### src/include/cache_macros.svh
`ifndef CACHE_MACROS_SVH
`define CACHE_MACROS_SVH

// Address and data geometry
`define ADDR_WIDTH   16
`define DATA_WIDTH   16

// Address split, tag above index above offset
`define INDEX_WIDTH  4
`define OFFSET_WIDTH 2
`define TAG_WIDTH    10

// Cache organisation
`define NUM_LINES    16
`define LINE_WORDS   4

// Read/write codes on pRw and sysRw
`define RW_READ      1'b1
`define RW_WRITE     1'b0

`endif

### src/verilog/cachePkg.sv
`default_nettype none

`include "cache_macros.svh"

package cachePkg;

	// Word address and data word
	typedef logic [`ADDR_WIDTH-1:0]   addrT;
	typedef logic [`DATA_WIDTH-1:0]   dataT;

	// Fields of the split address
	typedef logic [`TAG_WIDTH-1:0]    tagT;
	typedef logic [`INDEX_WIDTH-1:0]  indexT;
	typedef logic [`OFFSET_WIDTH-1:0] offsetT;

	// Controller states
	typedef enum logic [2:0] {
		stateIdle     = 3'd0,
		stateRead     = 3'd1,
		stateReadMiss = 3'd2,
		stateReadSys  = 3'd3,
		stateReadData = 3'd4,
		stateWrite    = 3'd5
	} cacheStateT;

endpackage

`default_nettype wire

### src/verilog/cacheControl.sv
`default_nettype none

`include "cache_macros.svh"

module cacheControl
	import cachePkg::*;
(
	input  logic clock,
	input  logic rstN,

	// Processor side
	input  logic pStrobe,
	input  logic pRw,
	output logic cReady,

	// System side
	output logic sysStrobe,
	output logic sysRw,
	input  logic readup,

	// Tag store
	input  logic tagMatch,
	input  logic valid,
	output logic lineFlush,

	// Data store
	output logic doWrite,
	output logic dataFromSys
);

	cacheStateT state;
	cacheStateT nextState;

	logic hit;

	// State entered when a new request may start
	function automatic cacheStateT strobeTarget(input logic strobe, input logic rw);
		cacheStateT target;
		if (!strobe) begin
			target = stateIdle;
		end else if (rw == `RW_READ) begin
			target = stateRead;
		end else begin
			target = stateWrite;
		end
		return target;
	endfunction

	assign hit = tagMatch && valid;

	always_ff @(posedge clock) begin
		if (!rstN) begin
			state <= stateIdle;
		end else begin
			state <= nextState;
		end
	end

	always_comb begin
		nextState = state;
		case (state)
			stateIdle: begin
				nextState = strobeTarget(pStrobe, pRw);
			end
			stateRead: begin
				// Hits keep the read path open for back-to-back requests
				if (hit) begin
					nextState = strobeTarget(pStrobe, pRw);
				end else begin
					nextState = stateReadMiss;
				end
			end
			stateReadMiss: begin
				nextState = stateReadSys;
			end
			stateReadSys: begin
				// readup comes with the last word of the line
				if (readup) begin
					nextState = stateReadData;
				end
			end
			stateReadData: begin
				nextState = strobeTarget(pStrobe, pRw);
			end
			stateWrite: begin
				nextState = strobeTarget(pStrobe, pRw);
			end
			default: begin
				nextState = stateIdle;
			end
		endcase
	end

	always_comb begin
		cReady      = 1'b0;
		sysStrobe   = 1'b0;
		sysRw       = `RW_READ;
		doWrite     = 1'b0;
		dataFromSys = 1'b0;
		lineFlush   = 1'b0;
		case (state)
			stateIdle: begin
				cReady = 1'b1;
			end
			stateRead: begin
				cReady = hit;
			end
			stateReadMiss: begin
				// One-cycle line request, old line dropped
				sysStrobe = 1'b1;
				sysRw     = `RW_READ;
				lineFlush = 1'b1;
			end
			stateReadSys: begin
				// Word 0 is rewritten while the memory waits
				doWrite     = 1'b1;
				dataFromSys = 1'b1;
			end
			stateReadData: begin
				cReady = 1'b1;
			end
			stateWrite: begin
				// Write-through, cache updated only on a hit
				cReady    = 1'b1;
				sysStrobe = 1'b1;
				sysRw     = `RW_WRITE;
				doWrite   = hit;
			end
			default: begin
				cReady = 1'b0;
			end
		endcase
	end

endmodule

`default_nettype wire

### src/verilog/cacheTop.sv
`default_nettype none

`include "cache_macros.svh"

module cacheTop
	import cachePkg::*;
(
	input  logic   clock,
	input  logic   rstN,

	// Processor port
	input  logic   pStrobe,
	input  logic   pRw,
	input  addrT   pAddr,
	input  dataT   pDataIn,
	output dataT   pDataOut,
	output logic   cReady,

	// System memory port
	output logic   sysStrobe,
	output logic   sysRw,
	output addrT   sysAddr,
	output dataT   sysDataOut,
	input  dataT   sysData,
	input  offsetT sysWOffset,
	input  logic   readup
);

	tagT    tag;
	indexT  index;
	offsetT offset;

	logic tagMatch;
	logic valid;
	logic doWrite;
	logic dataFromSys;
	logic lineFlush;

	// Address split, tag on top
	assign tag    = pAddr[`ADDR_WIDTH-1 -: `TAG_WIDTH];
	assign index  = pAddr[`OFFSET_WIDTH +: `INDEX_WIDTH];
	assign offset = pAddr[`OFFSET_WIDTH-1:0];

	// Misses and write-through use the processor address and data as is
	assign sysAddr    = pAddr;
	assign sysDataOut = pDataIn;

	cacheControl i_control (
		.clock       (clock),
		.rstN        (rstN),
		.pStrobe     (pStrobe),
		.pRw         (pRw),
		.cReady      (cReady),
		.sysStrobe   (sysStrobe),
		.sysRw       (sysRw),
		.readup      (readup),
		.tagMatch    (tagMatch),
		.valid       (valid),
		.lineFlush   (lineFlush),
		.doWrite     (doWrite),
		.dataFromSys (dataFromSys)
	);

	tagStore i_tagStore (
		.clock     (clock),
		.rstN      (rstN),
		.index     (index),
		.tag       (tag),
		.lineFlush (lineFlush),
		.readup    (readup),
		.tagMatch  (tagMatch),
		.valid     (valid)
	);

	dataStore i_dataStore (
		.clock       (clock),
		.index       (index),
		.pOffset     (offset),
		.sysWOffset  (sysWOffset),
		.pDataIn     (pDataIn),
		.sysData     (sysData),
		.doWrite     (doWrite),
		.dataFromSys (dataFromSys),
		.readData    (pDataOut)
	);

endmodule

`default_nettype wire

### src/verilog/dataStore.sv
`default_nettype none

module dataStore
	import cachePkg::*;
(
	input  logic   clock,

	// Line and word select
	input  indexT  index,
	input  offsetT pOffset,
	input  offsetT sysWOffset,

	// Write data sources
	input  dataT   pDataIn,
	input  dataT   sysData,

	// Write control
	input  logic   doWrite,
	input  logic   dataFromSys,

	output dataT   readData
);

	localparam int numWords = 2 ** ($bits(indexT) + $bits(offsetT));

	dataT   mem [0:numWords-1];
	offsetT wOffset;
	dataT   wData;

	// Fill words come from the system, write hits from the processor
	always_comb begin
		if (dataFromSys) begin
			wOffset = sysWOffset;
			wData   = sysData;
		end else begin
			wOffset = pOffset;
			wData   = pDataIn;
		end
	end

	always_ff @(posedge clock) begin
		if (doWrite) begin
			mem[{index, wOffset}] <= wData;
		end
	end

	// Asynchronous read so a hit returns in the same cycle as cReady
	assign readData = mem[{index, pOffset}];

endmodule

`default_nettype wire

### src/verilog/tagStore.sv
`default_nettype none

module tagStore
	import cachePkg::*;
(
	input  logic  clock,
	input  logic  rstN,

	input  indexT index,
	input  tagT   tag,

	// Fill control from the controller and the system
	input  logic  lineFlush,
	input  logic  readup,

	output logic  tagMatch,
	output logic  valid
);

	localparam int numLines = 2 ** $bits(indexT);

	tagT  tags [0:numLines-1];
	logic validBits [0:numLines-1];

	// New tag is loaded when the line is flushed for a fill
	always_ff @(posedge clock) begin
		if (lineFlush) begin
			tags[index] <= tag;
		end
	end

	always_ff @(posedge clock) begin
		if (!rstN) begin
			for (int i = 0; i < numLines; i++) begin
				validBits[i] <= 1'b0;
			end
		end else if (lineFlush) begin
			validBits[index] <= 1'b0;
		end else if (readup) begin
			// Line complete once the last word arrives
			validBits[index] <= 1'b1;
		end
	end

	always_comb begin
		tagMatch = (tags[index] == tag);
		valid    = validBits[index];
	end

endmodule

`default_nettype wire
### config.mk
export PLATFORM = sky130hd
export DESIGN_NAME = cacheTop
export DESIGN_NICKNAME = d
export VERILOG_FILES = /design/src/verilog/cachePkg.sv /design/src/verilog/cacheControl.sv /design/src/verilog/cacheTop.sv /design/src/verilog/dataStore.sv /design/src/verilog/tagStore.sv
export VERILOG_INCLUDE_DIRS = /design/src /design/src/include
export SDC_FILE = /design/constraint.sdc
export NUM_CORES = 1
export LEC_CHECK = 0
export ABC_CLOCK_PERIOD_IN_PS = 4500
export BUFFER_PORTS_ARGS = -buffer_cell sky130_fd_sc_hd__buf_2
export CORE_MARGIN = 2
export CORE_UTILIZATION = 45
export CTS_BUF_LIST = sky130_fd_sc_hd__clkbuf_2
export CTS_CLUSTER_SIZE = 24
export DETAILED_ROUTE_END_ITERATION = 12
export PLACE_DENSITY = 0.68
export SLEW_MARGIN = 20
export SYNTH_ARGS = -nofsm -noshare
export SYNTH_HDL_FRONTEND = slang
export SYNTH_HIERARCHICAL = 1
export SYNTH_SLANG_ARGS = --single-unit
### constraint.sdc
create_clock -name clock -period 4.5 [get_ports clock]
set_input_delay 0.675 -clock clock [delete_from_list [all_inputs] [get_ports clock]]
set_output_delay 0.675 -clock clock [all_outputs]
set_load 0.1 [all_outputs]
==> results of run 1 <==
==> logic make-up (layout without fill, tap and decap cells) <==
group | Yosys count | after routing | share of synthesized area [%]
AO/OA/AOI/OAI | 129 | 129 | 1.92
other | 0 | 8 | 0
flip-flops | 1203 | 1203 | 76.3
AND/OR/NAND/NOR | 201 | 201 | 2.04
multiplexers | 470 | 470 | 17.4
XOR/XNOR | 16 | 16 | 0.298
buffers and inverters | 160 | 906 | 1.97
==> worst register-to-register path, cell delays in order (launching register included) <==
cell and delay (ns):
edfxtp_1 0.38, mux4_2 0.50, mux4_2 0.53, xnor2_2 0.14
o211ai_1 0.14, a2111oi_4 0.28, buf_4 0.19, nand2_4 0.06
o21bai_1 0.14, buf_4 0.29, nand4_1 0.19, buf_4 0.20
nor2_1 0.26, buf_4 0.25
==> sequential cells by signal, summed over array words and instances, names as in the netlist <==
signal,count
i_tagStore/validBits,16
i_control/state,3
i_dataStore/mem,1024
i_tagStore/tags,160
==> cells in the mapped netlist (3+ instances only) <==
master,instances,share of area [%]
dfxtp_1,19,0.81
o32ai_1,5,0.093
buf_4,39,0.62
a31oi_1,18,0.24
inv_1,6,0.048
mux4_2,278,13
mux2i_1,171,3.6
buf_6,16,0.38
nor2_1,91,0.73
nor3_1,5,0.053
a21oi_1,4,0.043
clkbuf_1,52,0.41
a22oi_1,11,0.18
buf_1,11,0.088
nand2_1,36,0.29
o21ai_0,3,0.032
a221oi_1,8,0.15
inv_2,4,0.032
xnor2_1,11,0.20
xor2_1,5,0.093
buf_2,29,0.31
nand2b_1,7,0.093
or4_1,14,0.22
nor3b_1,16,0.26
nor2b_1,6,0.080
edfxtp_1,1184,76
nand4_1,7,0.093
mux2_2,21,0.50
nand3_1,13,0.14
o22ai_1,56,0.74
==> stage by stage <==
step                TNS, ns  instances
floorplan                 0       2179
global placement      -3.07       3751
detailed placement   -25.18       3751
CTS                  -0.504       4298
global route         -0.852       4310
finish               -0.342       4313
==> final cells by class <==
type / count / area (um^2) / share of cell area (%)
sequential: 1203 / 35900 / 65.4
tap: 1380 / 1730 / 3.14
clock inverter: 61 / 347 / 0.631
multi-input combinational: 816 / 10800 / 19.7
inverter: 10 / 37.5 / 0.0684
clock buffer: 435 / 2180 / 3.96
antenna: 8 / 20.0 / 0.0365
timing repair buffer: 400 / 3840 / 7.00
==> worst max path at each step <==
stage,end,slack [ns],startpoint,depth (start not counted)
CTS,cReady,-0.48,i_tagStore/tags[13][7],9
detailed placement,pDataOut[3],-0.27,pAddr[2],9
global route,cReady,-0.57,i_tagStore/tags[5][9],10
finish,cReady,-0.34,i_tagStore/tags[9][7],9
global placement,pDataOut[3],-0.28,pAddr[2],9
floorplan,i_dataStore/mem[44][0],0.28,pAddr[4],11
==> report_power, final <==
part	switching [mW]	internal, mW
clock network	4.20	2.78
registers	0.00964	12.4
logic	1.27	0.647
total	5.48	15.8
==> layer usage <==
metal,global-route usage [%],vias to the layer above
met5,0,-
met4,8.55,0
li1,-,10400
met1,30.9,13200
met3,6.49,278
met2,35.4,1691
==> timing repair <==
item,CTS,global route
hold endpoints to repair,349,49
setup buffers,0,0
gates cloned,0,1
pin swaps,5,6
resized for setup,115,23
hold buffers,52,9
setup endpoints to repair,17,13
==> out/metrics.yaml, run 1 <==
core_area_um2: 104000
fin_crit_ns: 4.84
synth_flop_cell: "edfxtp_1"
antenna_found_initial: 3
cp.required_ns: 3.83
slew_headroom_pct: 22.7
endpoint_kind: "output pin"
hold_path.class: "in2reg"
postSynthAreaPerCell_um2: 21.6
synth_nets: 2234
max_stage_delay_ns: 0.53
dp_slack_ns: -0.267
yosys_warnings: 6
crit-reg2reg-launch: "i_tagStore/tags[9][7]"
layout.nets: 2794
critPathBufInv: 2
maxCapViolCount: 0
worst_path_dominant_cell_family: "multiplexers"
hold_ws_ns: 0.0534
synth_cells: 2179
final_cell_mix: "edfxtp_1 (1184), clkbuf_2 (435), mux4_2 (278), buf_4 (180), mux2i_1 (130)"
track_usage_pct: 22.8
violations: "setup timing"
critPathKind: "reg2out"
start_kind: "flip-flop"
overflow: 0
met1Wirelength_um: 47600
cts_max_path_buffers: 4
fin_crit_sh_pct: 108
vias: 25600
cts_tree: "done"
gp_congestion: 0.881
layout-drive-gt1-share_pct: 40.4
grt_max_degree: 58
ys_ff_latch: 1203
vias_per_cell: 5.93
vdd_drop_max_mv: 0.382
hold_end: "i_tagStore/validBits[9]"
worst-r2r-cell-count: 13
grt_pass1_wl_um: 176000
worstPathArrival_ns: 4.17
die_area_um2: 107000
power_leakage_nw: 18.4
fin_util_pct: 53.0
wl_met2_um: 57800
grt_pass1_vias: 26200
fill_cells: 8030
skew_ns: 0.185
first_iter_violations: 3506
powerDensity_nw_per_um2: 387
drc: 0
slowest_stage: "mux4_2"
h-tree-depth: 5
numCtsBuffers: 308
hold_depth: 4
dr.pass1.iters: 7
power.total_mw: 21.3
rows: 118
layout_commonest_cell: "edfxtp_1"
reg2reg_to: "i_dataStore/mem[41][7]"
avgRoutedWirePerCell_um: 28.6
met3WireLength_um: 13900
wl_um: 123000
clkSlewWorstSetupHoldPaths_ns: 0.13
setup_slack_ns: -0.342
cp_common_cell: "mux4_2"
dieHeight_um: 327
stdcell_area_um2: 54900
clock_sinks: 1203
route.top_layer_used: "met4"
worstPathMaxFanout: 2
post-dp-hpwl_um: 75000
ant_nets: 0
portBuffers: 105
floorplan.initialDensity_pct: 45.4
status: "finished with violations"
clock_latency_ns: 1.52
synth_edf_count: 1184
cts_root_buffer: "clkbuf_2"
ys_seq_area_share_pct: 76.3
die_x_um: 327
async_reset_ff_share_pct: 0
place_area_um2: 51000
final_max_slew_viol_count: 0
io_pins: 106
r2r_slack_ns: 0.60
tightest_slew_ns: 1.16
rsz0062_at_grt: "true"
setup_viol: 1
synth_cell_types: 56
min-delay-start: "pAddr[3]"
area_delta_synth_final_pct: 16.7
syn_area_um2: 47100
crit_chain: "mux4_2 > mux4_2 > xnor2_2 > o211ai_1 > a2111oi_4 > buf_4 > nand2_4 > a31oi_4 > buf_12"
final_hold_viol_count: 0
max_freq_mhz: 207
Note: power is estimated with default switching activity, not from simulation.
==> run 2: changes to the inputs <==
--- a/config.mk
+++ b/config.mk
@@ -6,7 +6,7 @@
 export SDC_FILE = /design/constraint.sdc
 export NUM_CORES = 1
 export LEC_CHECK = 0
-export ABC_CLOCK_PERIOD_IN_PS = 4500
+export ABC_CLOCK_PERIOD_IN_PS = 5600
 export BUFFER_PORTS_ARGS = -buffer_cell sky130_fd_sc_hd__buf_2
 export CORE_MARGIN = 2
 export CORE_UTILIZATION = 45
==> constraint.sdc (replaced) <==
create_clock -name clock -period 5.6 [get_ports clock]
set_input_delay 0.84 -clock clock [delete_from_list [all_inputs] [get_ports clock]]
set_output_delay 0.84 -clock clock [all_outputs]
set_load 0.1 [all_outputs]
==> run 2 against run 1 <==
Effect of this change: the run now ends clean; combinational power down 31%; first-iteration DRC count is 15% lower; power decreased by 21%; largest cell class unchanged; sequential cell count unchanged.
==> out/metrics.yaml, run 2 (synthesis results as in run 1) <==
io_pins: 106  # unchanged
reg2reg_to: "i_dataStore/mem[39][12]"
worst-r2r-cell-count: 11  # -2
endpoint_kind: "output pin"
hold_path.class: "in2reg"
final_hold_viol_count: 0  # unchanged
rsz0062_at_grt: "false"
met1Wirelength_um: 45300  # -4.9%
final_cell_mix: "edfxtp_1 (1184), clkbuf_2 (414), mux4_2 (278), mux2i_1 (171), buf_4 (136)"
vias: 24100  # -5.6%
cts_root_buffer: "clkbuf_2"
grt_max_degree: 104  # +79%
worstPathArrival_ns: 4.39  # +0.22 ns
largest-register: "i_dataStore/mem"
first_iter_violations: 2970  # -15%
critPathKind: "reg2out"
maxCapViolCount: 0  # unchanged
post_layout_nonfiller_instances: 4196  # -2.7%
grt_pass1_vias: 24900  # -4.8%
tightest_slew_ns: 0.993  # -0.166 ns
cts_hold_buf: 17  # -67%
dieHeight_um: 327  # unchanged
die_x_um: 327  # unchanged
worstPathMaxFanout: 2  # unchanged
fin_crit_ns: 5.23
power_leakage_nw: 17.6  # -4.3%
area_delta_synth_final_pct: 12.1
antenna_found_initial: 12  # +9
layout-drive-gt1-share_pct: 35.9  # -4.5 points
cts_tree: "done"
largest_reg_flops: 1024  # unchanged
max_freq_mhz: 191
dpl.cell_count: 3675  # -2.0%
gp_congestion: 0.856  # -2.8%
reg.largest.list: "i_dataStore/mem: 1024 flops, i_tagStore/tags: 160 flops, i_tagStore/validBits: 16 flops"
fin_setup_tns_ns: 0  # +0.342 ns
route.top_layer_used: "met5"
vias_per_cell: 5.75  # -3.0%
clock_latency_ns: 1.47  # -0.05 ns
die_area_um2: 107000  # unchanged
post-dp-hpwl_um: 67000  # -11%
powerDensity_nw_per_um2: 319  # -18%
overflow: 0  # unchanged
wl_um: 113000  # -8.6%
clkSlewWorstSetupHoldPaths_ns: 0.11  # -0.02 ns
slowest_stage: "mux4_2"
numCtsBuffers: 303  # -1.6%
vdd_drop_max_mv: 0.230  # -40%
met3WireLength_um: 11800  # -15%
cts_resized: 0  # -100%
core_area_um2: 104000  # unchanged
r2r_slack_ns: 1.49  # +0.89 ns
post-cts-setup-buffers: 0  # unchanged
setup_viol: 0  # -1
crit-reg2reg-launch: "i_tagStore/tags[15][7]"
crit_chain: "mux4_2 > mux4_2 > xnor2_1 > o211ai_1 > a2111oi_2 > nand2_1 > a31oi_1 > buf_12"
max_stage_delay_ns: 0.49  # -0.04 ns
cp_common_cell: "mux4_2"
fin_crit_sh_pct: 93.3
cp.required_ns: 4.76  # +0.93 ns
status: "completed"
avgRoutedWirePerCell_um: 26.8  # -6.0%
crit_end: "cReady"
floorplan.initialDensity_pct: 45.4  # unchanged
ant_nets: 0  # unchanged
drc: 0  # unchanged
cts_max_path_buffers: 4  # unchanged
final_max_slew_viol_count: 0  # unchanged
dr.pass1.iters: 8  # +1
fill_cells: 8264  # +2.9%
slew_headroom_pct: 33.3  # +11 points
portBuffers: 105  # unchanged
track_usage_pct: 21.3  # -1.5 points
start_kind: "flip-flop"
grt_pass1_wl_um: 166000  # -6.0%
h-tree-depth: 5  # unchanged
wl_met2_um: 53100  # -8.2%
rows: 118  # unchanged
layout.nets: 2672  # -4.4%
startpoint: "i_tagStore/tags[15][7]"
layout_commonest_cell: "edfxtp_1"
clock_sinks: 1203  # unchanged
skew_ns: 0.151  # -0.0342 ns
==> run 2: per-layer routing <==
metal,vias up,GRT usage (%)
met2,1367,32.9
met1,12400,29.5
met5,-,0
met3,197,5.88
li1,10200,-
met4,2,6.89
==> run 2: worst min-delay path by stage <==
stage,startpoint,to,slack [ns],depth (start not counted)
finish,pAddr[3],i_tagStore/tags[11][7],0.20,3
global placement,i_control/state[1],i_control/state[0],0.51,2
global route,pAddr[3],i_tagStore/tags[15][7],0.10,3
floorplan,i_control/state[1],i_control/state[0],0.49,2
detailed placement,i_control/state[1],i_control/state[0],0.53,2
CTS,pAddr[2],i_tagStore/tags[15][7],0.04,3
==> run 2: power breakdown <==
part	internal, mW	switching, mW
Combinational	0.388	0.923
Sequential	9.93	0.00667
Clock	2.25	3.32
==> run 2: stage by stage <==
step | hold WS [ns] | util (%) | total power [mW] | setup WS [ns] | cell area, um^2
2_1_floorplan | 0.493 | - | 11.0 | 0.636 | 47100
3_3_place_gp | 0.511 | 48.3 | 11.4 | 0.508 | 50000
3_5_place_dp | 0.529 | 48.3 | 11.4 | 0.533 | 50000
4_1_cts | 0.0427 | 50.9 | 17.0 | 0.263 | 52800
5_1_grt | 0.101 | 50.9 | 17.5 | 0.140 | 52800
6_report | 0.201 | 50.9 | 16.8 | 0.375 | 52800
==> run 2: worst max-delay path, delay by kind of cell (launching register included) <==
kind / cells / cell delay (ns)
compound gates: 3 / 0.96
xor+xnor: 1 / 0.21
buf+inv: 1 / 0.23
flops: 1 / 0.40
mux: 2 / 0.97
simple gates: 1 / 0.14
==> run 2: area by class of cell <==
cell class	instances	area [um^2]	area share [%]
clock inverter	81	475	0.901
timing repair buffer	283	2280	4.31
antenna	9	22.5	0.0427
clock buffer	414	2070	3.93
sequential	1203	35900	68.1
tap	1380	1730	3.27
inverter	10	37.5	0.0711
multi-input combinational	816	10200	19.4
